[src/source/oramPkg.sv]
package oramPkg;

	// --------------------------------------------------
	// Widths
	// --------------------------------------------------
	localparam int ByteWidth = 8; // One UART symbol
	localparam int OpWidth = 8;
	localparam int AddrWidth = 32;
	localparam int DataWidth = 32; // Store word and response
	localparam int CmdWidth = OpWidth + AddrWidth + DataWidth; // 72 bits, 9 bytes on the wire

	// Store geometry, addresses alias modulo depth
	localparam int StoreDepth = 256;
	localparam int StoreAddrWidth = $clog2(StoreDepth);

	// Opcodes
	localparam logic [OpWidth-1:0] OpUpdate = 8'd0;
	localparam logic [OpWidth-1:0] OpRead = 8'd2;

	// --------------------------------------------------
	// UART timing
	// --------------------------------------------------
	localparam int ClocksPerBit = 16;
	localparam int BitTimerWidth = $clog2(ClocksPerBit);
	localparam logic [BitTimerWidth-1:0] LastBitTick = BitTimerWidth'(ClocksPerBit - 1);
	localparam logic [BitTimerWidth-1:0] HalfBitTick = BitTimerWidth'(ClocksPerBit / 2 - 1);
	localparam int ByteCntWidth = $clog2(ByteWidth);
	localparam logic [ByteCntWidth-1:0] LastDataBit = ByteCntWidth'(ByteWidth - 1);
	localparam int FrameBits = ByteWidth + 2; // Start + data + stop
	localparam int FrameCntWidth = $clog2(FrameBits);
	localparam logic [FrameCntWidth-1:0] LastFrameBit = FrameCntWidth'(FrameBits - 1);

	// --------------------------------------------------
	// Command and response
	// --------------------------------------------------
	typedef struct packed {
		logic [OpWidth-1:0] op; // Top byte, sent first
		logic [AddrWidth-1:0] addr;
		logic [DataWidth-1:0] data; // Ignored for reads
	} cmdT;

	typedef struct packed {
		logic [DataWidth-1:0] data;
	} respT;

endpackage

[src/source/uartRx.sv]
`timescale 1ns/1ps

module uartRx (
	input logic sys_clk_p,
	input logic rst,
	input logic rxd,
	output logic [oramPkg::ByteWidth-1:0] rxByte,
	output logic rxValid
);

	typedef enum logic [1:0] {
		RxIdle,
		RxStart,
		RxData,
		RxStop
	} rxStateT;

	rxStateT state;
	logic [1:0] rxdSync; // Two-flop synchronizer
	logic rxdPrev; // For edge detect
	logic [oramPkg::BitTimerWidth-1:0] clkCnt;
	logic [oramPkg::ByteCntWidth-1:0] bitCnt;
	logic [oramPkg::ByteWidth-1:0] shiftReg; // Payload, no reset
	logic rxBit;

	assign rxBit = rxdSync[1];
	assign rxByte = shiftReg;

	// --------------------------------------------------
	// Line synchronizer
	// --------------------------------------------------
	always_ff @(posedge sys_clk_p) begin
		if (rst) begin
			rxdSync <= 2'b11; // Line idles high
			rxdPrev <= 1'b1;
		end else begin
			rxdSync <= {rxdSync[0], rxd};
			rxdPrev <= rxBit;
		end
	end

	// --------------------------------------------------
	// Frame FSM
	// --------------------------------------------------
	always_ff @(posedge sys_clk_p) begin
		if (rst) begin
			state <= RxIdle;
			clkCnt <= '0;
			bitCnt <= '0;
			rxValid <= 1'b0;
		end else begin
			rxValid <= 1'b0; // Single-cycle pulse
			clkCnt <= clkCnt + 1'b1;
			case (state)
				RxIdle: begin
					clkCnt <= '0;
					if (rxdPrev && !rxBit) state <= RxStart; // Falling edge
				end
				RxStart: begin
					if (clkCnt == oramPkg::HalfBitTick) begin // Mid start bit
						clkCnt <= '0;
						bitCnt <= '0;
						state <= rxBit ? RxIdle : RxData; // Glitch, back to idle
					end
				end
				RxData: begin
					if (clkCnt == oramPkg::LastBitTick) begin
						clkCnt <= '0;
						bitCnt <= bitCnt + 1'b1;
						if (bitCnt == oramPkg::LastDataBit) state <= RxStop;
					end
				end
				RxStop: begin
					if (clkCnt == oramPkg::LastBitTick) begin
						state <= RxIdle;
						rxValid <= rxBit; // Bad stop bit drops the frame
					end
				end
				default: state <= RxIdle;
			endcase
		end
	end

	// Data bits arrive LSB first, shift in from the top
	always_ff @(posedge sys_clk_p) begin
		if (state == RxData && clkCnt == oramPkg::LastBitTick)
			shiftReg <= {rxBit, shiftReg[oramPkg::ByteWidth-1:1]};
	end

endmodule

[config.mk]
export PLATFORM = sky130hd
export DESIGN_NAME = uartRx
export DESIGN_NICKNAME = d
export VERILOG_FILES = /design/src/source/oramPkg.sv /design/src/source/uartRx.sv
export SDC_FILE = /design/constraint.sdc
export NUM_CORES = 1
export LEC_CHECK = 0
export BUFFER_PORTS_ARGS = -buffer_cell sky130_fd_sc_hd__buf_4
export CORE_ASPECT_RATIO = 1.1
export CORE_MARGIN = 1.5
export CORE_UTILIZATION = 53
export DETAILED_ROUTE_END_ITERATION = 7
export PLACE_DENSITY = 0.75
export SYNTH_ARGS = -nofsm -noshare
export SYNTH_HDL_FRONTEND = slang
export SYNTH_SLANG_ARGS = --single-unit
[constraint.sdc]
create_clock -name sys_clk_p -period 1.8 [get_ports sys_clk_p]
set_input_delay 0.45 -clock sys_clk_p [delete_from_list [all_inputs] [get_ports sys_clk_p]]
set_output_delay 0.45 -clock sys_clk_p [all_outputs]
set_load 0.02 [all_outputs]
==> parameters.txt <==
Parameter                              Value

Status
  Result of the run ... finished clean

Logic synthesis
  Syn nets ... 75
  Share of the synthesized area in the top cell type ... 31.8%
  Fraction of the yosys area taken by sequential cells ... 61.1%
  Async set-or-reset flop fraction in the synthesized netlist ... 0%
  Count of warnings emitted by yosys ... 0
  Area of the mapped netlist ... 820 µm²
  Yosys top cell by area ... sky130_fd_sc_hd__dfxtp_1
  Count of state elements after synthesis ... 21
  Number of instances in the synthesized netlist ... 69
  Biggest area contributors in the synthesized netlist ... sky130_fd_sc_hd__dfxtp_1 (32%), sky130_fd_sc_hd__edfxtp_1 (29%), sky130_fd_sc_hd__ha_1 (4.6%), sky130_fd_sc_hd__nand3_1 (3.1%), sky130_fd_sc_hd__a21oi_1 (2.4%)
  Number of enable-type register cells in the synthesized netlist ... 8
  Primary flip-flop cell chosen by synthesis mapping ... sky130_fd_sc_hd__dfxtp_1
  Library cells used by synthesis ... 28
  Avg Inst Size Synth ... 11.9 µm²

Routing
  Routed Antenna Nets ... 0
  Drt first-iter violations ... 7
  Via count normalized by instance count ... 5.78
  Detailed Routing Iterations Pass 1 ... 4
  Total via count in the routed design ... 561
  Routed wirelength normalized by instance count ... 14.3 µm
  Final routed DRC violation total ... 0
  Routed wire length ... 1390 µm

Placed design
  Last weighted congestion value of the routability-driven placer ... 0.721
  IO buf count ... 11
  Placement-stage worst setup slack ... 401 ps
  DPL Wire Length ... 988 µm

STA
  Clock period minus worst slack ... 1460 ps
  Layout Skew ... 5.61 ps
  Max-slew violation total from the final report ... 0
  Worst Tran Pin Value ... 362 ps
  Fin crit share ... 80.9%
  Relative slew slack ... 75.8%
  Final-layout setup total negative slack ... 0 ps
  Unrepaired setup endpoints after global routing ... false
  Minimum setup slack in the final design ... 343 ps
  Peak Freq ... 0.686 GHz
  Final hold violation count ... 0
  Final number of setup-violating endpoints ... 0

Worst setup path
  Startpoint of the most critical setup path ... clkCnt[0]
  Critical path's top delay family ... simple AND/OR/NAND/NOR gates
  Crit path largest cell delay ... 370 ps
  CP arrival ... 1480 ps
  CP required ... 1820 ps
  R2R Path Start ... clkCnt[0]
  Critical path launch point type ... flip-flop
  Reg2Reg Capture Point ... rxByte[3]
  Number of buffer and inverter stages on the critical path ... 1
  Standard cell with the maximum stage delay on the critical path ... sky130_fd_sc_hd__dfxtp_1
  Worst-path fanout max ... 8
  Critical path endpoint category ... flip-flop
  Setup slack of the worst register-to-register path ... 340 ps
  Worst Reg2Reg Path Length in Cells ... 4
  Cells along the critical path ... ha_1 > nand3_1 > nor2_1 > buf_4
  CP Class ... flip-flop to flip-flop

Floorplan
  Starting utilization of the core area ... 58.5%
  IO Count ... 12
  Y dimension of the die ... 44.2 µm
  Core footprint ... 0.00140 mm²
  Area enclosed by the die boundary ... 0.00179 mm²
  Die width ... 40.5 µm
  Number of cell rows ... 14

Power and ir drop
  Cell leakage power ... 0.000342 µW
  Max VDD drop ... 0.542 mV
  Power density cells ... 796 mW/mm²

Clocking
  Clock Sink Count ... 21
  Number of hold-repair buffers added at the cts stage ... 0
  Number of resized instances in the post-cts repair step ... 0
  Number of buffers created by CTS ... 3
  Count of buffers added by post-CTS timing repair for setup ... 0
  Clock insertion delay at the later pin of the skew report ... 300 ps
  Clock Root Buffer ... sky130_fd_sc_hd__clkbuf_4
  Maximum count of clock buffers along a single path ... 2
  TritonCTS clock tree ... built
  Clk slew on worst S/H paths ... 120 ps
  H-Tree Level Count ... 1

Flow run
  Number of max-capacitance violations reported ... 0

Worst hold path
  Launch instance of the worst min-delay path ... rxd
  Count of cells along the worst hold path ... 2
  End point of the most critical hold path ... rxdSync[0]
  Hold Path Class ... input pin to flip-flop

Global route
  Global-route usage over all layers ... 18.6%
  Number of antenna violations at the first check in global routing ... 0
  GR Overflow Total ... 0
  Pin count of the biggest net entering global routing ... 13
  Number of global-route vias before repair ... 510
  Global-route wire length before repair ... 2210 µm

Layout
  Synth-to-Final Area Change ... 13.6%
  Top library cells by usage in the layout, fill and taps aside ... sky130_fd_sc_hd__dfxtp_1 (13), sky130_fd_sc_hd__buf_4 (12), sky130_fd_sc_hd__edfxtp_1 (8), sky130_fd_sc_hd__nand3_1 (5), sky130_fd_sc_hd__a21oi_1 (4)
  Inserted Diodes ... 0
  Share of cells above drive strength 1 ... 25.9%
  Most common library cell in the layout ignoring fill and taps ... sky130_fd_sc_hd__dfxtp_1
  Number of fillers in the final layout ... 112
  Number of nets in the layout ... 88
worst max-delay path by stage:
| stage | end | slack (ps) | cells past startpoint |
|---|---|---|---|
| after global routing | rxByte[1] | 270 | 4 |
| after global placement | rxByte[2] | 450 | 4 |
| after detailed placement | rxByte[2] | 400 | 4 |
| after floorplan | rxByte[0] | 290 | 3 |
| final | rxByte[3] | 340 | 4 |
| after CTS | rxByte[2] | 380 | 4 |
logic make-up (layout without fill, tap and decap cells):
group,after synthesis,in the layout,share of synthesized area [%]
XOR/XNOR,2,2,2.14
adder cells (fa/ha/maj),3,3,4.58
AO/OA/AOI/OAI,15,15,12.2
buffers and inverters,5,17,3.66
flip-flops,21,21,61.1
AND/OR/NAND/NOR,23,23,16.3
cell type report:
class	count	area, µm²	share of cell area, %
multi-input cells	43	289	31.0
clock inverters	1	5.00	0.538
flip-flops and latches	21	500	53.8
repair buffers	12	90.1	9.68
inverters	1	3.75	0.403
clock buffers	3	22.5	2.42
well taps	16	20.0	2.15
metal layers:
metal | track usage (%) | routed length (µm)
met5 | 0 | 0
met4 | 10.0 | 11
met3 | 6.03 | 67
met2 | 24.8 | 673
met1 | 26.7 | 635
per-stage QoR:
stage	hold slack (ps)	instance area [µm²]	util, %	power (µW)	cells
CTS	326	931	66.4	746	97
global route	306	931	66.4	772	97
detailed placement	402	903	64.5	530	93
global placement	400	903	64.5	530	93
finish	331	931	66.4	741	97
floorplan	389	820	-	525	69
cell usage after synthesis, types with 2 or more instances:
master	number
sky130_fd_sc_hd__a21oi_1	4
sky130_fd_sc_hd__a31oi_1	2
sky130_fd_sc_hd__buf_2	3
sky130_fd_sc_hd__dfxtp_1	13
sky130_fd_sc_hd__edfxtp_1	8
sky130_fd_sc_hd__ha_1	3
sky130_fd_sc_hd__nand2b_1	3
sky130_fd_sc_hd__nand3_1	5
sky130_fd_sc_hd__nor2_1	2
sky130_fd_sc_hd__nor3_1	3
sky130_fd_sc_hd__o21ai_0	3
sky130_fd_sc_hd__o21bai_1	2
sky130_fd_sc_hd__or2_2	3
sequential cells by signal, summed over array words and instances (netlist names), named ones only:
signal   cells
rxdPrev      1
clkCnt       4
bitCnt       3
rxValid      1
rxdSync      2
rxByte       8
state        1
power by group:
group          switching, µW  internal [µW]  total [µW]  leakage, µW
logic                   9.51           10.8        20.3     0.000148
registers               5.39            494         499     0.000177
clock network            138           82.8         221    0.0000177
total                    153            588         741     0.000342
No activity file was read; power rests on OpenSTA's default activity.
