File: src/source/oramPkg.sv
package oramPkg;

	// --------------------------------------------------
	// Widths
	// --------------------------------------------------
	localparam int ByteWidth = 8; // One UART symbol
	localparam int OpWidth = 8;
	localparam int AddrWidth = 32;
	localparam int DataWidth = 32; // Store word and response
	localparam int CmdWidth = OpWidth + AddrWidth + DataWidth; // 72 bits, 9 bytes on the wire

	// Store geometry, addresses alias modulo depth
	localparam int StoreDepth = 256;
	localparam int StoreAddrWidth = $clog2(StoreDepth);

	// Opcodes
	localparam logic [OpWidth-1:0] OpUpdate = 8'd0;
	localparam logic [OpWidth-1:0] OpRead = 8'd2;

	// --------------------------------------------------
	// UART timing
	// --------------------------------------------------
	localparam int ClocksPerBit = 16;
	localparam int BitTimerWidth = $clog2(ClocksPerBit);
	localparam logic [BitTimerWidth-1:0] LastBitTick = BitTimerWidth'(ClocksPerBit - 1);
	localparam logic [BitTimerWidth-1:0] HalfBitTick = BitTimerWidth'(ClocksPerBit / 2 - 1);
	localparam int ByteCntWidth = $clog2(ByteWidth);
	localparam logic [ByteCntWidth-1:0] LastDataBit = ByteCntWidth'(ByteWidth - 1);
	localparam int FrameBits = ByteWidth + 2; // Start + data + stop
	localparam int FrameCntWidth = $clog2(FrameBits);
	localparam logic [FrameCntWidth-1:0] LastFrameBit = FrameCntWidth'(FrameBits - 1);

	// --------------------------------------------------
	// Command and response
	// --------------------------------------------------
	typedef struct packed {
		logic [OpWidth-1:0] op; // Top byte, sent first
		logic [AddrWidth-1:0] addr;
		logic [DataWidth-1:0] data; // Ignored for reads
	} cmdT;

	typedef struct packed {
		logic [DataWidth-1:0] data;
	} respT;

endpackage

File: src/source/uartTx.sv
`timescale 1ns/1ps

module uartTx (
	input logic sys_clk_p,
	input logic rst,
	input logic [oramPkg::ByteWidth-1:0] txByte,
	input logic txValid,
	output logic txReady,
	output logic txd
);

	logic busy;
	logic [oramPkg::FrameBits-1:0] frame; // Bit 0 is on the line
	logic [oramPkg::BitTimerWidth-1:0] clkCnt;
	logic [oramPkg::FrameCntWidth-1:0] bitCnt;
	logic txFire;

	assign txReady = ~busy; // Only while idle
	assign txFire = txValid & txReady;
	assign txd = frame[0];

	// --------------------------------------------------
	// Frame shifter
	// --------------------------------------------------
	always_ff @(posedge sys_clk_p) begin
		if (rst) begin
			busy <= 1'b0;
			frame <= '1; // Line rests high
			clkCnt <= '0;
			bitCnt <= '0;
		end else if (txFire) begin
			busy <= 1'b1;
			frame <= {1'b1, txByte, 1'b0}; // Stop, data, start
			clkCnt <= '0;
			bitCnt <= '0;
		end else if (busy) begin
			clkCnt <= clkCnt + 1'b1;
			if (clkCnt == oramPkg::LastBitTick) begin // End of bit time
				clkCnt <= '0;
				frame <= {1'b1, frame[oramPkg::FrameBits-1:1]}; // Fill with idle level
				bitCnt <= bitCnt + 1'b1;
				if (bitCnt == oramPkg::LastFrameBit) begin
					busy <= 1'b0; // Stop bit done
					bitCnt <= '0;
				end
			end
		end
	end

endmodule

File: config.mk
export PLATFORM = sky130hd
export DESIGN_NAME = uartTx
export DESIGN_NICKNAME = d
export VERILOG_FILES = /design/src/source/oramPkg.sv /design/src/source/uartTx.sv
export SDC_FILE = /design/constraint.sdc
export NUM_CORES = 1
export LEC_CHECK = 0
export BUFFER_PORTS_ARGS = -buffer_cell sky130_fd_sc_hd__clkbuf_2
export CAP_MARGIN = 20
export CORE_MARGIN = 4
export CORE_UTILIZATION = 53
export DETAILED_ROUTE_END_ITERATION = 10
export PLACE_DENSITY_LB_ADDON = 0.15
export SYNTH_ARGS = -nofsm -noshare
export SYNTH_HDL_FRONTEND = slang
export SYNTH_SLANG_ARGS = --single-unit
export TNS_END_PERCENT = 1
File: constraint.sdc
create_clock -name sys_clk_p -period 1.75 [get_ports sys_clk_p]
set_input_delay 0.35 -clock sys_clk_p [delete_from_list [all_inputs] [get_ports sys_clk_p]]
set_output_delay 0.35 -clock sys_clk_p [all_outputs]
set_load 0.01 [all_outputs]
==> results of run 1 <==
cell type report:
type | instances | area [µm²] | area share
well taps | 15 | 18.8 | 0.0209
inverters | 4 | 15.0 | 0.0167
clock buffers | 4 | 36.3 | 0.0403
repair buffers | 14 | 75.1 | 0.0834
flip-flops and latches | 18 | 360 | 0.401
multi-input cells | 64 | 394 | 0.438
critical path, delay by kind of cell, from the launching register on:
family	cells	cell delay, ps
fa+ha+maj	1	250
flops	1	350
simple gates	1	380
compound gates	2	470
state kept, by name, summed over array words and instances (netlist names):
register / cells
frame: 9
bitCnt: 4
clkCnt: 4
busy: 1
per-layer routing:
layer	global-route usage	share of wire
met1	0.218	0.48
met3	0.0677	0.064
met5	0	0
met4	0.0387	0.0050
met2	0.259	0.45
per-stage QoR:
| step | worst slack [ps] | hold WS, ps | util |
|---|---|---|---|
| floorplan | 348 | 426 | - |
| global placement | 253 | 444 | 0.624 |
| detailed placement | 187 | 455 | 0.624 |
| CTS | 180 | 252 | 0.651 |
| global route | 19.3 | 257 | 0.651 |
| finish | 174 | 257 | 0.651 |
final timing paths:
path | from | end | slack, ps | depth (start not counted)
setup / recovery | clkCnt[0] | frame[1] | 170 | 4
hold / removal | txByte[7] | frame[8] | 260 | 3
setup reg to reg | clkCnt[0] | frame[1] | 170 | 4
hold reg to reg | frame[4] | frame[4] | 470 | 2
power groups by stage:
stage	clock [mW]	sequential (mW)	combinational (mW)
after floorplan	0	0.447	0.0562
after global placement	0	0.451	0.0699
after detailed placement	0	0.452	0.0727
after CTS	0.263	0.442	0.0728
after global routing	0.279	0.445	0.0821
final	0.254	0.443	0.0719
cell usage after synthesis (all sizes together) (3+ instances only):
cell type   n
a21oi       4
a221oi      6
buf         7
dfxtp      18
inv         4
nand2      13
nand2b      3
nand3       6
nand4       4
nor2        7
nor2b       3
o31ai       3
cell families after synthesis:
family          Yosys count
simple gates             41
mux                       1
xor+xnor                  2
compound gates           19
flops                    18
buf+inv                  12
fa+ha+maj                 1
==> out/results.txt, run 1 <==
Setup TNS Final: 0 ps
Number of enable flip-flop cells after synthesis: 0
Synth Flop Type: dfxtp_1
Synthesized area: 827 µm²
Setup Viol. Count Final: 0
GRT Util Overall: 0.168
Fraction of layout cells with a size suffix above 1: 0.212
Worst vdd ir: 645 µV
Post-Syn Instances: 94
Placed wire-length estimate: 1.16 mm
Worst-Margin Slew: 685 ps
CTS Hold Buffers Added: 0
Post-CTS Setup Bufs: 0
Combinational share of power: 0.094
Power, Total: 0.769 mW
Fin crit period: 1580 ps
Simple-Gate Fraction of Synth Area: 0.242
Largest cells by area after synthesis: dfxtp_1, nand2_1, a221oi_1, buf_6, nand3_1
Die height: 47.5 µm
Sw power: 0.180 mW
Initial drt markers: 23
WP data required: 1920 ps
Ys Warns: 0
CP Launch Type: flop
Crit path cell chain: ha_1 > and4_1 > a221oi_1 > o31ai_1
Number of top-level pins: 13
Placed Area: 863 µm²
CTS root buf: clkbuf_4
Clock sink count: 18
Vias per inst: 5.98
Drt drc: 0
Max-cap viol count: 0
Final Instance Area: 900 µm²
Max transition margin: 0.543
CTS tree: built
Unrepaired setup endpoints after global routing: no
Crit path DAT: 1750 ps
Total global routing overflow: 0
FILL cells: 130
Largest family of logic cells by synthesized area: simple AND/OR/NAND/NOR gates
Post-route insts no fill: 119
CTS buffer count: 3
Clk pwr share: 0.330
Clock transition at path regs: 100 ps
Yosys cell types: 27
Final worst-path cycle share: 0.901
Leakage: 0.375 nW
CP peak stage delay: 380 ps
Vias post-DR: 712
Setup Skew: 5.99 ps
Status: complete, no violations
Synth top area share: 0.436
Horiz. Die Dim: 47.5 µm
Clock latency on the worst-skew pair: 290 ps
Buffers on Ports: 12
Htree depth: 1
1st-pass router iterations: 4
Post-Synth Adder-Cell Area: 0.0151
XOR/XNOR Fraction of Synth Area: 0.0212
Clk buf depth: 2
Worst Setup End Kind: flop
Compound-Gate Fraction of Synth Area: 0.186
Final hold violations: 0
Yosys reg bits: 18
Initial antenna violation count: 0
Pin count of the biggest net entering global routing: 15
Die Area: 0.00226 mm²
Sequential area share after synthesis: 0.436
Slew Viols, Final: 0
Int Pwr: 0.589 mW
CP max FO: 14
Commonest non-fill, non-tap cell in the layout: dfxtp_1
Power density over cell area: 854 mW/mm²
Count of cells resized by post-cts repair: 0
Synth Area per Inst: 8.80 µm²
ANT cells: 0
Fmax: 0.634 GHz
Reg power frac: 0.576
Placed insts: 115
Area grow syn2layout: 8.77%
Gpl congestion: 0.818
Core area: 0.00138 mm²
Standard-cell row count: 13
Slowest cell on the critical path: and4_1
WL per Instance: 13.5 µm
Starting density of the core: 0.598
Antenna viol nets, final: 0
Sw frac: 0.234
Cell taking the most area after synthesis: dfxtp_1
NumNets Final: 117
FFs w/ async S/R, synth: 0
Post-synthesis mux area share: 0.0121
Final WL: 1.60 mm
Hold Path Class: primary input to flop
Number of global-route vias before repair: 655
First-pass GRT wire length: 2.70 mm
Syn Nets: 106
Kind of critical path: flop to flop
Most frequent cells in the layout: dfxtp_1, nand2_1, clkbuf_2, nor2_1, nand3_1
No activity file was read; power rests on OpenSTA's default activity.
==> run 2, diff against run 1 <==
--- a/config.mk
+++ b/config.mk
@@ -11,6 +11,7 @@
 export CORE_UTILIZATION = 53
 export DETAILED_ROUTE_END_ITERATION = 10
 export PLACE_DENSITY_LB_ADDON = 0.15
+export RECOVER_POWER = 100
 export SYNTH_ARGS = -nofsm -noshare
 export SYNTH_HDL_FRONTEND = slang
 export SYNTH_SLANG_ARGS = --single-unit
==> run 2 against run 1 <==
Effect of this change:
- count of clock-buffer cells in the layout unchanged
- routed wire length up 1.4%
- highest routed layer unchanged
- critical endpoint unchanged
- global-route usage unchanged
- final cell count unchanged
- critical path type unchanged
- largest cell class unchanged
==> out/results.txt, run 2 (same netlist as run 1, synthesis figures left out) <==
Biggest register: frame (unchanged)
Final worst-path cycle share: 0.892 (was 0.901)
Fraction of layout cells with a size suffix above 1: 0.163 (was 0.212)
Antenna viol nets, final: 0 (unchanged)
Finished Core Util: 0.637 (was 0.651)
Max-cap viol count: 0 (unchanged)
CTS buffer count: 3 (unchanged)
Crit path DAT: 1740 ps (was 1750 ps)
GR peak layer: met2 (unchanged)
Crit path launch: clkCnt[0] (unchanged)
Initial drt markers: 24 (was 23)
Buffers on Ports: 12 (unchanged)
Clock transition at path regs: 100 ps (about the same)
Horiz. Die Dim: 47.5 µm (unchanged)
Regs by FF count: frame x9, bitCnt x4, clkCnt x4 (unchanged)
CP endpoint: frame[1] (unchanged)
CTS tree: built (unchanged)
Most frequent cells in the layout: dfxtp_1, nand2_1, clkbuf_2, nor2_1 (was dfxtp_1, nand2_1, clkbuf_2, nor2_1, nand3_1)
First-pass GRT wire length: 2.70 mm (unchanged)
Final hold violations: 0 (unchanged)
Power density over cell area: 871 mW/mm² (was 854 mW/mm²)
Met3 GRT Util: 0.0677 (unchanged)
Gpl congestion: 0.818 (unchanged)
Slew Viols, Final: 0 (unchanged)
Grt met1 use: 0.218 (unchanged)
Initial antenna violation count: 0 (unchanged)
Setup TNS Final: 0 ps (unchanged)
WP data required: 1920 ps (about the same)
Core area: 0.00138 mm² (unchanged)
Worst Setup End Kind: flop (unchanged)
Kind of critical path: flop to flop (unchanged)
Final WL: 1.63 mm (was 1.60 mm)
ANT cells: 0 (unchanged)
Setup Viol. Count Final: 0 (unchanged)
Clk buf depth: 2 (unchanged)
Slowest cell on the critical path: and4_1 (unchanged)
Number of global-route vias before repair: 655 (unchanged)
Number of flip-flops in the largest register: 9 (unchanged)
Max transition margin: 0.575 (was 0.543)
Starting density of the core: 0.598 (unchanged)
1st-pass router iterations: 4 (unchanged)
Die height: 47.5 µm (unchanged)
Total global routing overflow: 0 (unchanged)
Clock sink count: 18 (unchanged)
Hold Path Class: primary input to flop (unchanged)
Worst reg2reg path depth: 4 (unchanged)
Setup Skew: 6.41 ps (was 5.99 ps)
FF-to-FF setup slack: 190 ps (was 170 ps)
CTS root buf: clkbuf_4 (unchanged)
Number of top-level pins: 13 (unchanged)
Critical register-to-register path startpoint: clkCnt[0] (unchanged)
WL per Instance: 13.7 µm (was 13.5 µm)
Standard-cell row count: 13 (unchanged)
Fin crit period: 1560 ps (was 1580 ps)
Worst-Margin Slew: 637 ps (was 685 ps)
Area grow syn2layout: 6.51% (was 8.77%)
Leakage: 0.361 nW (was 0.375 nW)
CP peak stage delay: 370 ps (was 380 ps)
Worst vdd ir: 648 µV (was 645 µV)
NumNets Final: 117 (unchanged)
GRT Util Overall: 0.168 (unchanged)
Vias post-DR: 716 (was 712)
CP max FO: 14 (unchanged)
Placed wire-length estimate: 1.16 mm (unchanged)
Count of cells resized by post-cts repair: 0 (unchanged)
Die Area: 0.00226 mm² (unchanged)
Post-CTS Setup Bufs: 0 (unchanged)
CP Launch Type: flop (unchanged)
Htree depth: 1 (unchanged)
Unrepaired setup endpoints after global routing: no (unchanged)
Commonest non-fill, non-tap cell in the layout: dfxtp_1 (unchanged)
Clock latency on the worst-skew pair: 300 ps (was 290 ps)
Crit path cell chain: ha_1 > and4_1 > a221oi_1 > o31ai_1 (unchanged)
Vias per inst: 6.02 (was 5.98)
Drt drc: 0 (unchanged)
Met2 Use GR: 0.259 (unchanged)
Status: complete, no violations (unchanged)
Pin count of the biggest net entering global routing: 15 (unchanged)
CTS Hold Buffers Added: 0 (unchanged)
Worst R2R End: frame[1] (unchanged)
Fmax: 0.640 GHz (was 0.634 GHz)
run 2: changes by cell type in the layout (fill, tap and decap cells not counted):
| cell | change |
|---|---|
| a221oi_1 | +2 |
| a221oi_2 | -2 |
| buf_4 | -1 |
| clkbuf_1 | +3 |
| clkbuf_2 | -2 |
run 2: metal layers:
layer  up-vias  share of wire
met1       325           0.48
met2        29           0.44
li1        358              -
met3         4          0.069
met4         0         0.0068
met5         -              0
run 2: final cells by class:
| class | count | area (µm²) |
|---|---|---|
| fill | 136 | 502 |
| clock buffer | 4 | 36.3 |
| multi-input combinational | 64 | 382 |
| sequential | 18 | 360 |
| inverter | 4 | 15.0 |
| tap | 15 | 18.8 |
| timing repair buffer | 14 | 68.8 |
run 2: critical path, delay by kind of cell, from the launching register on:
| kind | cells | cell delay [ps] |
|---|---|---|
| flip-flops | 1 | 350 |
| adder cells (fa/ha/maj) | 1 | 250 |
| AO/OA/AOI/OAI | 2 | 480 |
| AND/OR/NAND/NOR | 1 | 370 |
run 2: stage by stage:
stage / hold WS [ps] / total power [mW] / area [µm²] / cells / worst slack (ps)
finish: 256 / 0.767 / 881 / 119 / 189
global route: 257 / 0.802 / 881 / 119 / 44.0
CTS: 252 / 0.778 / 900 / 119 / 180
detailed placement: 455 / 0.524 / 863 / 115 / 187
global placement: 444 / 0.521 / 863 / 115 / 253
floorplan: 426 / 0.504 / 827 / 94 / 348
run 2: worst min path at each step:
stage               startpoint       end  slack [ps]  depth (start not counted)
floorplan             frame[8]  frame[8]         430                          2
global placement      frame[3]  frame[3]         440                          2
detailed placement    frame[7]  frame[7]         450                          2
CTS                  txByte[7]  frame[8]         250                          3
global route         txByte[7]  frame[8]         260                          3
finish               txByte[7]  frame[8]         260                          3
run 2: report_power, final:
group	total [mW]	internal [mW]	switching, mW	leakage (nW)
Combinational	0.0688	0.0310	0.0378	0.192
Sequential	0.442	0.429	0.0132	0.148
Clock	0.256	0.127	0.129	0.0210
Total	0.767	0.587	0.180	0.361
