$ cat config.mk
export PLATFORM = sky130hd
export DESIGN_NAME = widthShifter
export DESIGN_NICKNAME = d
export VERILOG_FILES = /design/src/source/widthShifter.sv
export SDC_FILE = /design/constraint.sdc
export NUM_CORES = 1
export LEC_CHECK = 0
export BUFFER_PORTS_ARGS = -buffer_cell sky130_fd_sc_hd__buf_2
export CORE_MARGIN = 2
export CORE_UTILIZATION = 43
export CTS_BUF_LIST = sky130_fd_sc_hd__clkbuf_4
export CTS_CLUSTER_DIAMETER = 100
export CTS_CLUSTER_SIZE = 14
export DETAILED_ROUTE_END_ITERATION = 16
export PLACE_DENSITY_LB_ADDON = 0.1
export SETUP_SLACK_MARGIN = 0.4
export SYNTH_ARGS = -nofsm -noshare
export SYNTH_HDL_FRONTEND = slang
export SYNTH_SLANG_ARGS = --single-unit
$ cat constraint.sdc
create_clock -name sys_clk_p -period 1.2 [get_ports sys_clk_p]
set_input_delay 0.12 -clock sys_clk_p [delete_from_list [all_inputs] [get_ports sys_clk_p]]
set_output_delay 0.12 -clock sys_clk_p [all_outputs]
set_load 0.02 [all_outputs]
$ cat src/source/widthShifter.sv
`timescale 1ns/1ps

module widthShifter #(
	parameter int InWidth = 8,
	parameter int OutWidth = 32
) (
	input logic sys_clk_p,
	input logic rst,
	input logic [InWidth-1:0] inData,
	input logic inValid,
	output logic inReady,
	output logic [OutWidth-1:0] outData,
	output logic outValid,
	input logic outReady
);

	localparam bit Collect = OutWidth > InWidth;
	localparam int WideWidth = Collect ? OutWidth : InWidth;
	localparam int NarrowWidth = Collect ? InWidth : OutWidth;
	localparam int Ratio = WideWidth / NarrowWidth; // Parts per word
	localparam int CntWidth = (Ratio > 1) ? $clog2(Ratio) : 1;
	localparam logic [CntWidth-1:0] LastPart = CntWidth'(Ratio - 1);

	logic [WideWidth-1:0] wideReg; // Payload, no reset
	logic [CntWidth-1:0] partCnt;
	logic busy; // Full word held (collect) or parts left (split)
	logic inFire, outFire;
	logic partFire, lastPart;
	logic fillDone, drainDone;

	assign inReady = ~busy;
	assign outValid = busy;
	assign inFire = inValid & inReady;
	assign outFire = outValid & outReady;
	assign lastPart = partFire && (partCnt == LastPart);

	// --------------------------------------------------
	// Data path per direction
	// --------------------------------------------------
	generate
		if (Collect) begin : gCollect
			assign partFire = inFire; // Count incoming parts
			assign fillDone = lastPart;
			assign drainDone = outFire;
			assign outData = wideReg;
			always_ff @(posedge sys_clk_p) begin
				if (inFire) wideReg <= {wideReg[WideWidth-NarrowWidth-1:0], inData}; // First in ends on top
			end
		end else begin : gSplit
			assign partFire = outFire; // Count outgoing parts
			assign fillDone = inFire;
			assign drainDone = lastPart;
			assign outData = wideReg[WideWidth-1 -: NarrowWidth]; // MS part first
			always_ff @(posedge sys_clk_p) begin
				if (inFire) wideReg <= inData;
				else if (outFire) wideReg <= wideReg << NarrowWidth;
			end
		end
	endgenerate

	// Shared control
	always_ff @(posedge sys_clk_p) begin
		if (rst) begin
			partCnt <= '0;
			busy <= 1'b0;
		end else begin
			if (partFire) partCnt <= lastPart ? '0 : partCnt + 1'b1;
			if (fillDone) busy <= 1'b1;
			else if (drainDone) busy <= 1'b0;
		end
	end

endmodule

==> metrics.json, run 1 <==
{
  "critical_path": {
    "cp-start-kind": "flip-flop",
    "critPathKind": "flip-flop to flip-flop",
    "critical_path.top_delay_family": "flip-flops",
    "critPathCaptureType": "flip-flop",
    "worstPathArrival_ns": 1.31,
    "timing.critical_path.required_ns": 1.43,
    "critical_path.max_stage_delay_ns": 0.38,
    "timing.critical_path.cells": "nor2b_4, buf_12, buf_6, mux2i_1, nor2_1",
    "critPathBufInv": 2,
    "worst_path_max_delay_cell": "dfxtp_4",
    "critical_path_peak_fanout": 5
  },
  "place": {
    "io_buffers": 45,
    "finalWeightedCongestion": 0.631,
    "placedCellCount": 122
  },
  "cells_and_area": {
    "final_cell_mix": "35 x buf_6, 32 x edfxtp_1, 15 x buf_2",
    "post_layout_nonfiller_instances": 152,
    "leading_cell_type_in_the_layout_fill_and_taps_excluded": "buf_6",
    "area_delta_synth_final_pct": 75.4,
    "filler_cell_count": 137,
    "finish.net_count": 134,
    "insertedDiodeCount": 0,
    "drive_gt1_share_pct": 59.0
  },
  "clock_tree": {
    "cts_tree": "built",
    "clk_pin_slew_worst_paths_ns": 0.11,
    "worstSkewPairLatency_ns": 0.33,
    "clkSinkCount": 35,
    "cts-htree-levels": 2,
    "clock-root-buffer": "clkbuf_4",
    "cts_buffer_depth": 2,
    "cts_inserted_buffers": 5
  },
  "routing": {
    "drt_pass1_iterations": 4,
    "antenna_violating_nets_post_route": 0,
    "routed-via-count": 677,
    "detail_route.wirelength_mm": 2.06,
    "wl_per_cell_um": 13.6,
    "first_iter_violations": 13,
    "vias_per_cell": 4.45,
    "drt_drc_violations_left": 0
  },
  "die": {
    "io_pins": 46,
    "design.die.area_um2": 2960,
    "die_x_um": 54.4,
    "floorplan.core_area_um2": 2430,
    "die_h_um": 54.4,
    "floorplan.initialDensity_pct": 44.9,
    "core.rowCount": 18
  },
  "pwr": {
    "static_leak_nw": 0.802,
    "power.switching_mw": 0.577,
    "p_per_cell_area_nw_per_um2": 1370,
    "power_frac_seq_pct": 55.3,
    "sw_frac_of_total_pct": 21.9,
    "irDropWorstVdd_v": 0.00120,
    "cell_internal_pwr_mw": 2.05,
    "p_comb_share_pct": 13.6,
    "share_clk_of_total_power_pct": 31.1
  },
  "timing": {
    "slew_viol_final": 0,
    "finalCritPeriodShare_pct": 89.8,
    "setup_viol": 0,
    "finalSetupTns_ns": 0,
    "worst_clock_skew_ns": 0.0132,
    "layout_min_cycle_time_ns": 1.08,
    "maxSlewHeadroom_pct": 90.7,
    "hold_viol_final": 0,
    "grt_setup_unrepaired": "yes",
    "max_clock_freq_mhz": 928,
    "timing_worst_slew_pin_value_ns": 0.136
  },
  "grt": {
    "grt-ovfl-total": 0,
    "grt_pass1_vias": 537,
    "grt_pass1_wl_mm": 2.44,
    "largest_net_degree_at_the_start_of_global_routing": 13,
    "global_route.usage.total_pct": 13.4,
    "grt_antenna_before_repair": 0
  },
  "logic_synthesis": {
    "synth.largest_area_cell": "edfxtp_1",
    "yosysUniqueCellTypes": 9,
    "syn-instance-count": 46,
    "netlist.area_leader.share_pct": 88.0,
    "postSynthAreaPerCell_um2": 23.7,
    "mappedNetlistNets": 59,
    "post_synthesis_instance_area_um2": 1090,
    "synth.yosys.warnings": 0,
    "post_synth_main_area_contributors": "edfxtp_1 88%, dfxtp_1 5.5%, mux2i_1 1.8%",
    "synth_sequential_area_ratio_pct": 93.5,
    "synth_seq_cells": 35
  },
  "run_status": {
    "outcome": "completed"
  },
  "run": {
    "cap_viol_max_count": 0
  },
  "worst_hold_path": {
    "hold_path_class": "input port to flip-flop"
  }
}
[repair_timing]
item	in CTS	in global routing
hold buffers	9	0
cloned	1	0
setup buffers	7	5
endpoints found under the setup margin	69	72
pin swaps	0	1
hold endpoints to repair	11	0
gates resized for setup	23	49
[state kept, by name (all words and copies together) (netlist names)]
signal and flops:
outData 32, partCnt 2, outValid 1
[layout make-up]
cell class | instances | area [µm²] | area share [%]
flip-flops and latches | 35 | 1020 | 53.5
clock inverters | 3 | 43.8 | 2.29
clock buffers | 5 | 37.5 | 1.96
well taps | 30 | 37.5 | 1.96
multi-input cells | 9 | 76.3 | 3.98
inverters | 1 | 3.75 | 0.196
repair buffers | 69 | 692 | 36.1
[routing by layer]
| layer | up-vias | global-route usage, % | wire length, µm |
|---|---|---|---|
| met2 | 30 | 20.1 | 1130 |
| met4 | 0 | 7.50 | 33 |
| li1 | 329 | - | - |
| met5 | - | 0 | 0 |
| met1 | 312 | 14.7 | 762 |
| met3 | 6 | 8.20 | 136 |
[cell usage after synthesis]
cell,count
ha_1,1
buf_2,1
dfxtp_1,3
edfxtp_1,32
mux2i_1,2
inv_1,1
a2bb2oi_1,1
nor2_1,4
nor2b_1,1
[power by group through the flow]
stage,clock (mW),combinational [mW],sequential (mW)
after detailed placement,0,0.211,1.47
after global routing,0.899,0.379,1.46
after CTS,0.846,0.290,1.44
after floorplan,0,0.0385,1.55
after global placement,0,0.208,1.46
final,0.817,0.358,1.45
[tightest hold or removal path, cell delays in order]
cell and delay (ns):
buf_2 0.09, a2bb2oi_2 0.12, nor2_1 0.04
[metrics by stage]
| step | hold slack [ns] | setup WS (ns) | utilization [%] | area (µm²) | total power [mW] |
|---|---|---|---|---|---|
| final | 0.0691 | 0.123 | 78.8 | 1920 | 2.63 |
| after global placement | 0.297 | 0.163 | 57.0 | 1390 | 1.67 |
| after floorplan | 0.185 | 0.0952 | - | 1100 | 1.58 |
| after CTS | 0.0870 | 0.135 | 70.6 | 1720 | 2.58 |
| after detailed placement | 0.298 | 0.137 | 57.0 | 1390 | 1.68 |
| after global routing | 0.0621 | 0.0884 | 78.8 | 1920 | 2.74 |
[path summary, 6_finish.rpt]
| path | startpoint | to | slack [ns] | cells after the start |
|---|---|---|---|---|
| max | outValid$_SDFFE_PP0P_ | partCnt[0]$_SDFFE_PP0P_ | 0.12 | 5 |
| min | outReady | outValid$_SDFFE_PP0P_ | 0.07 | 3 |
| max reg2reg | outValid$_SDFFE_PP0P_ | partCnt[0]$_SDFFE_PP0P_ | 0.12 | 5 |
| min reg2reg | outData[4]$_DFFE_PP_ | outData[12]$_DFFE_PP_ | 0.48 | 0 |
[logic make-up (layout without fill, tap and decap cells)]
kind of cell,after synthesis,in the layout,synth area share (%)
AO/OA/AOI/OAI,1,1,0.802
adder cells (fa/ha/maj),1,1,1.15
buffers and inverters,2,78,0.801
flip-flops,35,35,93.5
multiplexers,2,2,1.83
AND/OR/NAND/NOR,5,5,1.95
(Power assumes the default switching activity.)
==> inputs of run 2 (changes only) <==
Settings changed: BUFFER_PORTS_ARGS -buffer_cell sky130_fd_sc_hd__buf_2 to -buffer_cell sky130_fd_sc_hd__clkbuf_2, CORE_MARGIN 2 to unset.
==> run 2 against run 1 <==
Effect of this change: clock skew decreased by 0.0042 ns; sequential cell count unchanged; via count unchanged; die area decreased by 7.2%.
==> metrics.json, run 2 (synthesis results as in run 1) <==
{
  "run_status": {
    "outcome": {"value": "completed", "change": "unchanged"}
  },
  "clock_tree": {
    "worstSkewPairLatency": {"value": 0.33, "unit": "ns", "change": "about the same"},
    "cts-htree-levels": {"value": 2, "change": "unchanged"},
    "clk_pin_slew_worst_paths": {"value": 0.10, "unit": "ns", "change": "was 0.11 ns"},
    "cts_buffer_depth": {"value": 2, "change": "unchanged"},
    "clock-root-buffer": {"value": "clkbuf_4", "change": "unchanged"},
    "cts_tree": {"value": "built", "change": "unchanged"},
    "cts_inserted_buffers": {"value": 5, "change": "unchanged"},
    "clkSinkCount": {"value": 35, "change": "unchanged"}
  },
  "die": {
    "floorplan.core_area": {"value": 2300, "unit": "µm²", "change": "was 2430 µm²"},
    "die_h": {"value": 52.4, "unit": "µm", "change": "was 54.4 µm"},
    "io_pins": {"value": 46, "change": "unchanged"},
    "die_x": {"value": 52.4, "unit": "µm", "change": "was 54.4 µm"},
    "design.die.area": {"value": 2750, "unit": "µm²", "change": "was 2960 µm²"},
    "floorplan.initialDensity": {"value": 47.5, "unit": "%", "change": "was 44.9%"},
    "core.rowCount": {"value": 17, "change": "was 18"}
  },
  "routing": {
    "drt_drc_violations_left": {"value": 0, "change": "unchanged"},
    "wl_per_cell": {"value": 15.5, "unit": "µm", "change": "was 13.6 µm"},
    "first_iter_violations": {"value": 7, "change": "was 13"},
    "antenna_violating_nets_post_route": {"value": 0, "change": "unchanged"},
    "routed-via-count": {"value": 677, "change": "unchanged"},
    "drt_pass1_iterations": {"value": 4, "change": "unchanged"},
    "detail_route.wirelength": {"value": 2.27, "unit": "mm", "change": "was 2.06 mm"},
    "vias_per_cell": {"value": 4.64, "change": "was 4.45"}
  },
  "timing": {
    "worst_clock_skew": {"value": 0.00900, "unit": "ns", "change": "was 0.0132 ns"},
    "maxSlewHeadroom": {"value": 87.3, "unit": "%", "change": "was 90.7%"},
    "layout_min_cycle_time": {"value": 1.15, "unit": "ns", "change": "was 1.08 ns"},
    "holdWs": {"value": 0.0977, "unit": "ns", "change": "was 0.0691 ns"},
    "slew_viol_final": {"value": 0, "change": "unchanged"},
    "grt_setup_unrepaired": {"value": "yes", "change": "unchanged"},
    "hold_viol_final": {"value": 0, "change": "unchanged"},
    "finalCritPeriodShare": {"value": 96.2, "unit": "%", "change": "was 89.8%"},
    "timing_worst_slew_pin_value": {"value": 0.186, "unit": "ns", "change": "was 0.136 ns"},
    "setup_viol": {"value": 0, "change": "unchanged"},
    "layout_setup_ws": {"value": 0.0461, "unit": "ns", "change": "was 0.123 ns"},
    "max_clock_freq": {"value": 867, "unit": "MHz", "change": "was 928 MHz"},
    "finalSetupTns": {"value": 0, "unit": "ns", "change": "unchanged"}
  },
  "place": {
    "finalWeightedCongestion": {"value": 0.590, "change": "was 0.631"},
    "hpwlAfterDp_mm": 1.00,
    "io_buffers": {"value": 45, "change": "unchanged"},
    "place_ws": {"value": 0.145, "unit": "ns", "change": "was 0.137 ns"}
  },
  "cells_and_area": {
    "number_of_flip_flops_in_the_largest_register": {"value": 32, "change": "unchanged"},
    "final_design_utilization": {"value": 81.6, "unit": "%", "change": "was 78.8%"},
    "insertedDiodeCount": {"value": 0, "change": "unchanged"},
    "area_delta_synth_final": {"value": 71.7, "unit": "%", "change": "was 75.4%"},
    "multi_input_area": {"value": 76.3, "unit": "µm²", "change": "unchanged"},
    "filler_cell_count": {"value": 111, "change": "was 137"},
    "finish.net_count": {"value": 130, "change": "was 134"},
    "leading_cell_type_in_the_layout_fill_and_taps_excluded": {"value": "edfxtp_1", "change": "was buf_6"},
    "layout.area.seq": {"value": 1020, "unit": "µm²", "change": "about the same"},
    "drive_gt1_share": {"value": 56.8, "unit": "%", "change": "was 59.0%"},
    "final_cell_mix": {"value": "32 x edfxtp_1, 23 x buf_6, 12 x clkbuf_2", "change": "was 35 x buf_6, 32 x edfxtp_1, 15 x buf_2"}
  },
  "pwr": {
    "static_leak": {"value": 0.789, "unit": "nW", "change": "was 0.802 nW"},
    "power_frac_seq": {"value": 51.1, "unit": "%", "change": "was 55.3%"},
    "sw_frac_of_total": {"value": 20.2, "unit": "%", "change": "was 21.9%"},
    "p_comb_share": {"value": 12.0, "unit": "%", "change": "was 13.6%"},
    "share_clk_of_total_power": {"value": 36.9, "unit": "%", "change": "was 31.1%"},
    "irDropWorstVdd": {"value": 0.00138, "unit": "V", "change": "was 0.00120 V"},
    "cell_internal_pwr": {"value": 2.27, "unit": "mW", "change": "was 2.05 mW"},
    "power.switching": {"value": 0.575, "unit": "mW", "change": "was 0.577 mW"},
    "design_power_total": {"value": 2.84, "unit": "mW", "change": "was 2.63 mW"},
    "p_per_cell_area": {"value": 1520, "unit": "nW/µm²", "change": "was 1370 nW/µm²"}
  },
  "grt": {
    "grt-ovfl-total": {"value": 0, "change": "unchanged"},
    "grt_antenna_before_repair": {"value": 0, "change": "unchanged"},
    "largest_net_degree_at_the_start_of_global_routing": {"value": 19, "change": "was 13"},
    "grt_pass1_wl": {"value": 2.49, "unit": "mm", "change": "was 2.44 mm"},
    "grt_pass1_vias": {"value": 562, "change": "was 537"},
    "global_route.usage.total": {"value": 14.5, "unit": "%", "change": "was 13.4%"}
  },
  "critical_path": {
    "worstPathArrival": {"value": 1.38, "unit": "ns", "change": "was 1.31 ns"},
    "critPathKind": {"value": "flip-flop to flip-flop", "change": "unchanged"},
    "cp-start-kind": {"value": "flip-flop", "change": "unchanged"},
    "worst_path_max_delay_cell": {"value": "dfxtp_2", "change": "was dfxtp_4"},
    "timing.critical_path.cells": {"value": "nor2b_4, buf_12, mux2i_1, nor2_1", "change": "was nor2b_4, buf_12, buf_6, mux2i_1, nor2_1"},
    "critPathCaptureType": {"value": "flip-flop", "change": "unchanged"},
    "timing.critical_path.required": {"value": 1.43, "unit": "ns", "change": "about the same"},
    "critical_path_peak_fanout": {"value": 18, "change": "was 5"},
    "critical_path.max_stage_delay": {"value": 0.36, "unit": "ns", "change": "was 0.38 ns"}
  },
  "run": {
    "cap_viol_max_count": {"value": 0, "change": "unchanged"}
  },
  "worst_hold_path": {
    "hold_path_class": {"value": "input port to flip-flop", "change": "unchanged"}
  }
}
run 2: final timing paths:
check / from / endpoint / slack, ns / depth (start not counted)
setup / recovery: outValid$_SDFFE_PP0P_ / partCnt[0]$_SDFFE_PP0P_ / 0.05 / 4
hold / removal: outReady / outValid$_SDFFE_PP0P_ / 0.1 / 3
setup reg to reg: outValid$_SDFFE_PP0P_ / partCnt[0]$_SDFFE_PP0P_ / 0.05 / 4
hold reg to reg: outData[7]$_DFFE_PP_ / outData[15]$_DFFE_PP_ / 0.45 / 0
run 2: what timing repair did:
action                                  4_1_cts  5_1_grt
resized for setup                             3       78
endpoints found under the setup margin       69       69
hold buffers                                  9        0
buffers inserted                              2        5
pin swaps                                     0        1
gates cloned                                  1        2
endpoints found under the hold margin        11        0
run 2: metal layers:
| metal | part of all wire [%] | track usage, % |
|---|---|---|
| met1 | 34 | 13.8 |
| met2 | 57 | 23.8 |
| met3 | 7.3 | 8.99 |
| met4 | 1.6 | 7.89 |
| met5 | 0 | 0 |
run 2: cell type report:
cell class,instances,area share (%)
clock buffers,6,2.40
clock inverters,2,3.20
inverters,1,0.200
multi-input cells,9,4.07
flip-flops and latches,35,54.5
well taps,28,1.87
repair buffers,65,33.8
run 2: metrics by stage:
step	instance area, µm²	instances
2_1_floorplan	1100	46
3_3_place_gp	1380	119
3_5_place_dp	1380	119
4_1_cts	1640	139
5_1_grt	1880	146
6_report	1880	146
run 2: critical path: cells and delay by family, from the launching register on:
family | cells | cell delay, ns
flops | 1 | 0.36
buf+inv | 1 | 0.18
simple gates | 2 | 0.26
mux | 1 | 0.24
run 2: power by group through the flow:
stage | combinational (mW) | clock [mW] | sequential (mW)
after CTS | 0.255 | 1.05 | 1.44
after floorplan | 0.0385 | 0 | 1.55
final | 0.343 | 1.05 | 1.45
after global placement | 0.203 | 0 | 1.46
after global routing | 0.359 | 1.11 | 1.46
after detailed placement | 0.207 | 0 | 1.47
==> inputs of run 3 (changes only) <==
Settings changed: ABC_AREA set to 1, CORE_UTILIZATION 43 to 44.
==> run 3 against run 2 <==
Effect of this change: final area grew 3.5%; sequential power hardly changed; core utilization grew 2.9 points; wire length decreased by 3.5%; sequential cell count unchanged; setup slack better by 0.10 ns; sequential share of layout area down 1.5 points; hold slack got worse by 0.055 ns; clock-buffer cell count down 1; critical path depth fell by 2; via count up 8.9%; critical path type unchanged; critical endpoint is now outData[18]$_DFFE_PP_; largest power group unchanged; highest routed layer is now met3.
==> metrics.json, run 3 <==
{
  "run_status": {
    "outcome": {"value": "completed", "change": "unchanged"}
  },
  "place": {
    "io_buffers": {"value": 45, "change": "unchanged"},
    "finalWeightedCongestion": {"value": 0.549, "change": "was 0.590"},
    "hpwlAfterDp": {"value": 1.09, "unit": "mm", "change": "was 1.00 mm"},
    "placedCellCount": {"value": 130, "change": "was 119"},
    "place_ws": {"value": 0.221, "unit": "ns", "change": "was 0.145 ns"}
  },
  "critical_path": {
    "worstPathArrival": {"value": 1.09, "unit": "ns", "change": "was 1.38 ns"},
    "critical_path_peak_fanout": {"value": 17, "change": "was 18"},
    "worstReg2RegStart": {"value": "outValid$_SDFFE_PP0P_", "change": "unchanged"},
    "timing.critical_path.required": {"value": 1.24, "unit": "ns", "change": "was 1.43 ns"},
    "worst_path_max_delay_cell": {"value": "dfxtp_4", "change": "was dfxtp_2"},
    "timing.critical_path.cells": {"value": "nor2_4, buf_12", "change": "was nor2b_4, buf_12, mux2i_1, nor2_1"},
    "critical_path.top_delay_family": {"value": "flip-flops", "change": "unchanged"},
    "r2r_setup_slack": {"value": 0.15, "unit": "ns", "change": "was 0.05 ns"},
    "reg2regPathDepth": {"value": 2, "change": "was 4"},
    "critPathCaptureType": {"value": "flip-flop", "change": "unchanged"},
    "cp-start-kind": {"value": "flip-flop", "change": "unchanged"},
    "critical_path.max_stage_delay": {"value": 0.39, "unit": "ns", "change": "was 0.36 ns"},
    "critPathKind": {"value": "flip-flop to flip-flop", "change": "unchanged"},
    "rr_endpoint": {"value": "outData[18]$_DFFE_PP_", "change": "was partCnt[0]$_SDFFE_PP0P_"},
    "critPathBufInv": {"value": 1, "change": "unchanged"},
    "crit_path_start": {"value": "outValid$_SDFFE_PP0P_", "change": "unchanged"}
  },
  "grt": {
    "grt.met3_usage": {"value": 11.6, "unit": "%", "change": "was 8.99%"},
    "largest_net_degree_at_the_start_of_global_routing": {"value": 34, "change": "was 19"},
    "grt.busiest_layer": {"value": "met2", "change": "unchanged"},
    "globalRouteMet2Util": {"value": 23.2, "unit": "%", "change": "was 23.8%"},
    "grt_pass1_wl": {"value": 2.55, "unit": "mm", "change": "was 2.49 mm"},
    "grtUsageMet1": {"value": 14.2, "unit": "%", "change": "was 13.8%"},
    "grt_antenna_before_repair": {"value": 0, "change": "unchanged"},
    "grt-ovfl-total": {"value": 0, "change": "unchanged"},
    "grt_pass1_vias": {"value": 571, "change": "was 562"},
    "global_route.usage.total": {"value": 14.8, "unit": "%", "change": "was 14.5%"}
  },
  "cells_and_area": {
    "insertedDiodeCount": {"value": 0, "change": "unchanged"},
    "finish.net_count": {"value": 144, "change": "was 130"},
    "number_of_flip_flops_in_the_largest_register": {"value": 32, "change": "unchanged"},
    "leading_cell_type_in_the_layout_fill_and_taps_excluded": {"value": "edfxtp_1", "change": "unchanged"},
    "final_design_utilization": {"value": 84.5, "unit": "%", "change": "was 81.6%"},
    "final_cell_mix": {"value": "32 x edfxtp_1, 30 x buf_6, 11 x clkbuf_2", "change": "was 32 x edfxtp_1, 23 x buf_6, 12 x clkbuf_2"},
    "post_layout_nonfiller_instances": {"value": 160, "change": "was 146"},
    "area_delta_synth_final": {"value": 73.0, "unit": "%", "change": "was 71.7%"},
    "drive_gt1_share": {"value": 59.8, "unit": "%", "change": "was 56.8%"}
  },
  "clock_tree": {
    "worstSkewPairLatency": {"value": 0.33, "unit": "ns", "change": "about the same"},
    "clkSinkCount": {"value": 35, "change": "unchanged"},
    "cts_buffer_depth": {"value": 2, "change": "unchanged"},
    "cts_tree": {"value": "built", "change": "unchanged"},
    "cts-htree-levels": {"value": 2, "change": "unchanged"},
    "clk_pin_slew_worst_paths": {"value": 0.11, "unit": "ns", "change": "was 0.10 ns"},
    "clock-root-buffer": {"value": "clkbuf_4", "change": "unchanged"},
    "cts_inserted_buffers": {"value": 5, "change": "unchanged"}
  },
  "timing": {
    "finalCritPeriodShare": {"value": 87.5, "unit": "%", "change": "was 96.2%"},
    "setup_viol": {"value": 0, "change": "unchanged"},
    "holdWs": {"value": 0.0425, "unit": "ns", "change": "was 0.0977 ns"},
    "maxSlewHeadroom": {"value": 86.6, "unit": "%", "change": "was 87.3%"},
    "slew_viol_final": {"value": 0, "change": "unchanged"},
    "grt_setup_unrepaired": {"value": "yes", "change": "unchanged"},
    "timing_worst_slew_pin_value": {"value": 0.200, "unit": "ns", "change": "was 0.186 ns"},
    "worst_clock_skew": {"value": 0.0102, "unit": "ns", "change": "was 0.00900 ns"},
    "hold_viol_final": {"value": 0, "change": "unchanged"},
    "layout_min_cycle_time": {"value": 1.05, "unit": "ns", "change": "was 1.15 ns"},
    "layout_setup_ws": {"value": 0.150, "unit": "ns", "change": "was 0.0461 ns"},
    "max_clock_freq": {"value": 952, "unit": "MHz", "change": "was 867 MHz"}
  },
  "logic_synthesis": {
    "mappedNetlistNets": {"value": 69, "change": "was 59"},
    "yosys.cell_count.top_type": {"value": "edfxtp_1", "change": "unchanged"},
    "synth_sequential_area_ratio": {"value": 91.0, "unit": "%", "change": "was 93.5%"},
    "synth-edff-count": {"value": 32, "change": "unchanged"},
    "yosysUniqueCellTypes": {"value": 11, "change": "was 9"},
    "ys_async_sr_fraction": {"value": 0, "unit": "%", "change": "unchanged"},
    "most_numerous_cell_types_in_the_synthesized_netlist": {"value": "32 x edfxtp_1, 5 x inv_1, 5 x nor2_1, 4 x nand2_1, 3 x dfxtp_1", "change": "was 32 x edfxtp_1, 4 x nor2_1, 3 x dfxtp_1, 2 x mux2i_1"},
    "synth.largest_area_cell": {"value": "edfxtp_1", "change": "unchanged"},
    "syn-instance-count": {"value": 56, "change": "was 46"},
    "post_synthesis_instance_area": {"value": 1120, "unit": "µm²", "change": "was 1090 µm²"},
    "netlist.area_leader.share": {"value": 85.6, "unit": "%", "change": "was 88.0%"},
    "post_synth_main_area_contributors": {"value": "edfxtp_1 86%, dfxtp_1 5.4%, inv_1 1.7%", "change": "was edfxtp_1 88%, dfxtp_1 5.5%, mux2i_1 1.8%"},
    "postSynth.topFlopCell": {"value": "edfxtp_1", "change": "unchanged"},
    "postSynthAreaPerCell": {"value": 20.0, "unit": "µm²", "change": "was 23.7 µm²"},
    "synth_seq_cells": {"value": 35, "change": "unchanged"},
    "synth.yosys.warnings": {"value": 0, "change": "unchanged"}
  },
  "routing": {
    "first_iter_violations": {"value": 2, "change": "was 7"},
    "detail_route.wirelength": {"value": 2.19, "unit": "mm", "change": "was 2.27 mm"},
    "vias_per_cell": {"value": 4.61, "change": "was 4.64"},
    "antenna_violating_nets_post_route": {"value": 0, "change": "unchanged"},
    "wl_per_cell": {"value": 13.7, "unit": "µm", "change": "was 15.5 µm"},
    "routed-via-count": {"value": 737, "change": "was 677"},
    "drt_drc_violations_left": {"value": 0, "change": "unchanged"},
    "drt_pass1_iterations": {"value": 3, "change": "was 4"}
  },
  "worst_hold_path": {
    "hold_depth": {"value": 4, "change": "was 3"},
    "min_delay_worst_endpoint": {"value": "outValid$_SDFFE_PP0P_", "change": "unchanged"},
    "timing.hold.worst.start": {"value": "outReady", "change": "unchanged"},
    "hold_path_class": {"value": "input port to flip-flop", "change": "unchanged"}
  },
  "die": {
    "floorplan.initialDensity": {"value": 48.9, "unit": "%", "change": "was 47.5%"},
    "io_pins": {"value": 46, "change": "unchanged"},
    "core.rowCount": {"value": 17, "change": "unchanged"},
    "design.die.area": {"value": 2760, "unit": "µm²", "change": "was 2750 µm²"},
    "die_x": {"value": 52.5, "unit": "µm", "change": "was 52.4 µm"},
    "floorplan.core_area": {"value": 2300, "unit": "µm²", "change": "unchanged"},
    "die_h": {"value": 52.5, "unit": "µm", "change": "was 52.4 µm"}
  },
  "pwr": {
    "p_per_cell_area": {"value": 1360, "unit": "nW/µm²", "change": "was 1520 nW/µm²"},
    "share_clk_of_total_power": {"value": 30.3, "unit": "%", "change": "was 36.9%"},
    "p_comb_share": {"value": 14.2, "unit": "%", "change": "was 12.0%"},
    "cell_internal_pwr": {"value": 2.04, "unit": "mW", "change": "was 2.27 mW"},
    "sw_frac_of_total": {"value": 22.5, "unit": "%", "change": "was 20.2%"},
    "power_frac_seq": {"value": 55.5, "unit": "%", "change": "was 51.1%"},
    "power.switching": {"value": 0.592, "unit": "mW", "change": "was 0.575 mW"},
    "static_leak": {"value": 0.813, "unit": "nW", "change": "was 0.789 nW"},
    "irDropWorstVdd": {"value": 0.00126, "unit": "V", "change": "was 0.00138 V"}
  },
  "run": {
    "cap_viol_max_count": {"value": 0, "change": "unchanged"}
  }
}
## run 3: layer usage
layer	wire length, µm	share of wire (%)
met1	827	38
met2	1220	56
met3	140	6.4
met4	0	0
met5	0	0
## run 3: power groups by stage
stage | logic [mW] | registers [mW] | clock network, mW
finish | 0.375 | 1.46 | 0.798
detailed placement | 0.224 | 1.47 | 0
global route | 0.400 | 1.47 | 0.864
CTS | 0.259 | 1.45 | 0.820
global placement | 0.219 | 1.47 | 0
floorplan | 0.0441 | 1.55 | 0
## run 3: cells by family after synthesis
kind of cell	after synthesis	share of synthesized area [%]
adders and majority gates	1	1.11
DFF	35	91.0
buffers and inverters	6	2.01
and+or+nand+nor	13	5.46
AOI/OAI and AO/OA	1	0.446
## run 3: how the worst max path moves through the flow
stage | cells after the start | end
after detailed placement | 4 | outData[22]$_DFFE_PP_
final | 2 | outData[18]$_DFFE_PP_
after floorplan | 1 | outData[0]$_DFFE_PP_
after CTS | 1 | outData[10]
after global placement | 2 | outData[29]$_DFFE_PP_
after global routing | 1 | outData[10]
## run 3: what timing repair did
action / in CTS / in global routing
gates cloned: 0 / 2
endpoints found under the hold margin: 9 / 0
hold buffers: 9 / 0
gates resized for setup: 10 / 97
pin swaps: 5 / 4
endpoints found under the setup margin: 69 / 70
buffers inserted: 3 / 8
## run 3: worst reg2reg max path: cells and delay by family, from the launching register on
kind                   cells  cell delay, ns
flip-flops                 1            0.39
AND/OR/NAND/NOR            1            0.18
buffers and inverters      1            0.19
## run 3: final cells by class
class | instances | area (µm²)
well taps | 28 | 35.0
fillers | 104 | 355
repair buffers | 68 | 653
clock inverters | 3 | 38.8
multi-input cells | 15 | 123
inverters | 6 | 25.0
flip-flops and latches | 35 | 1030
clock buffers | 5 | 37.5
## run 3: per-stage QoR
step                cell area (µm²)  total power [mW]  setup TNS, ns
global route                   1940              2.73              0
CTS                            1640              2.53              0
floorplan                      1130              1.60          -2.10
detailed placement             1410              1.70              0
global placement               1410              1.69              0
finish                         1940              2.64              0
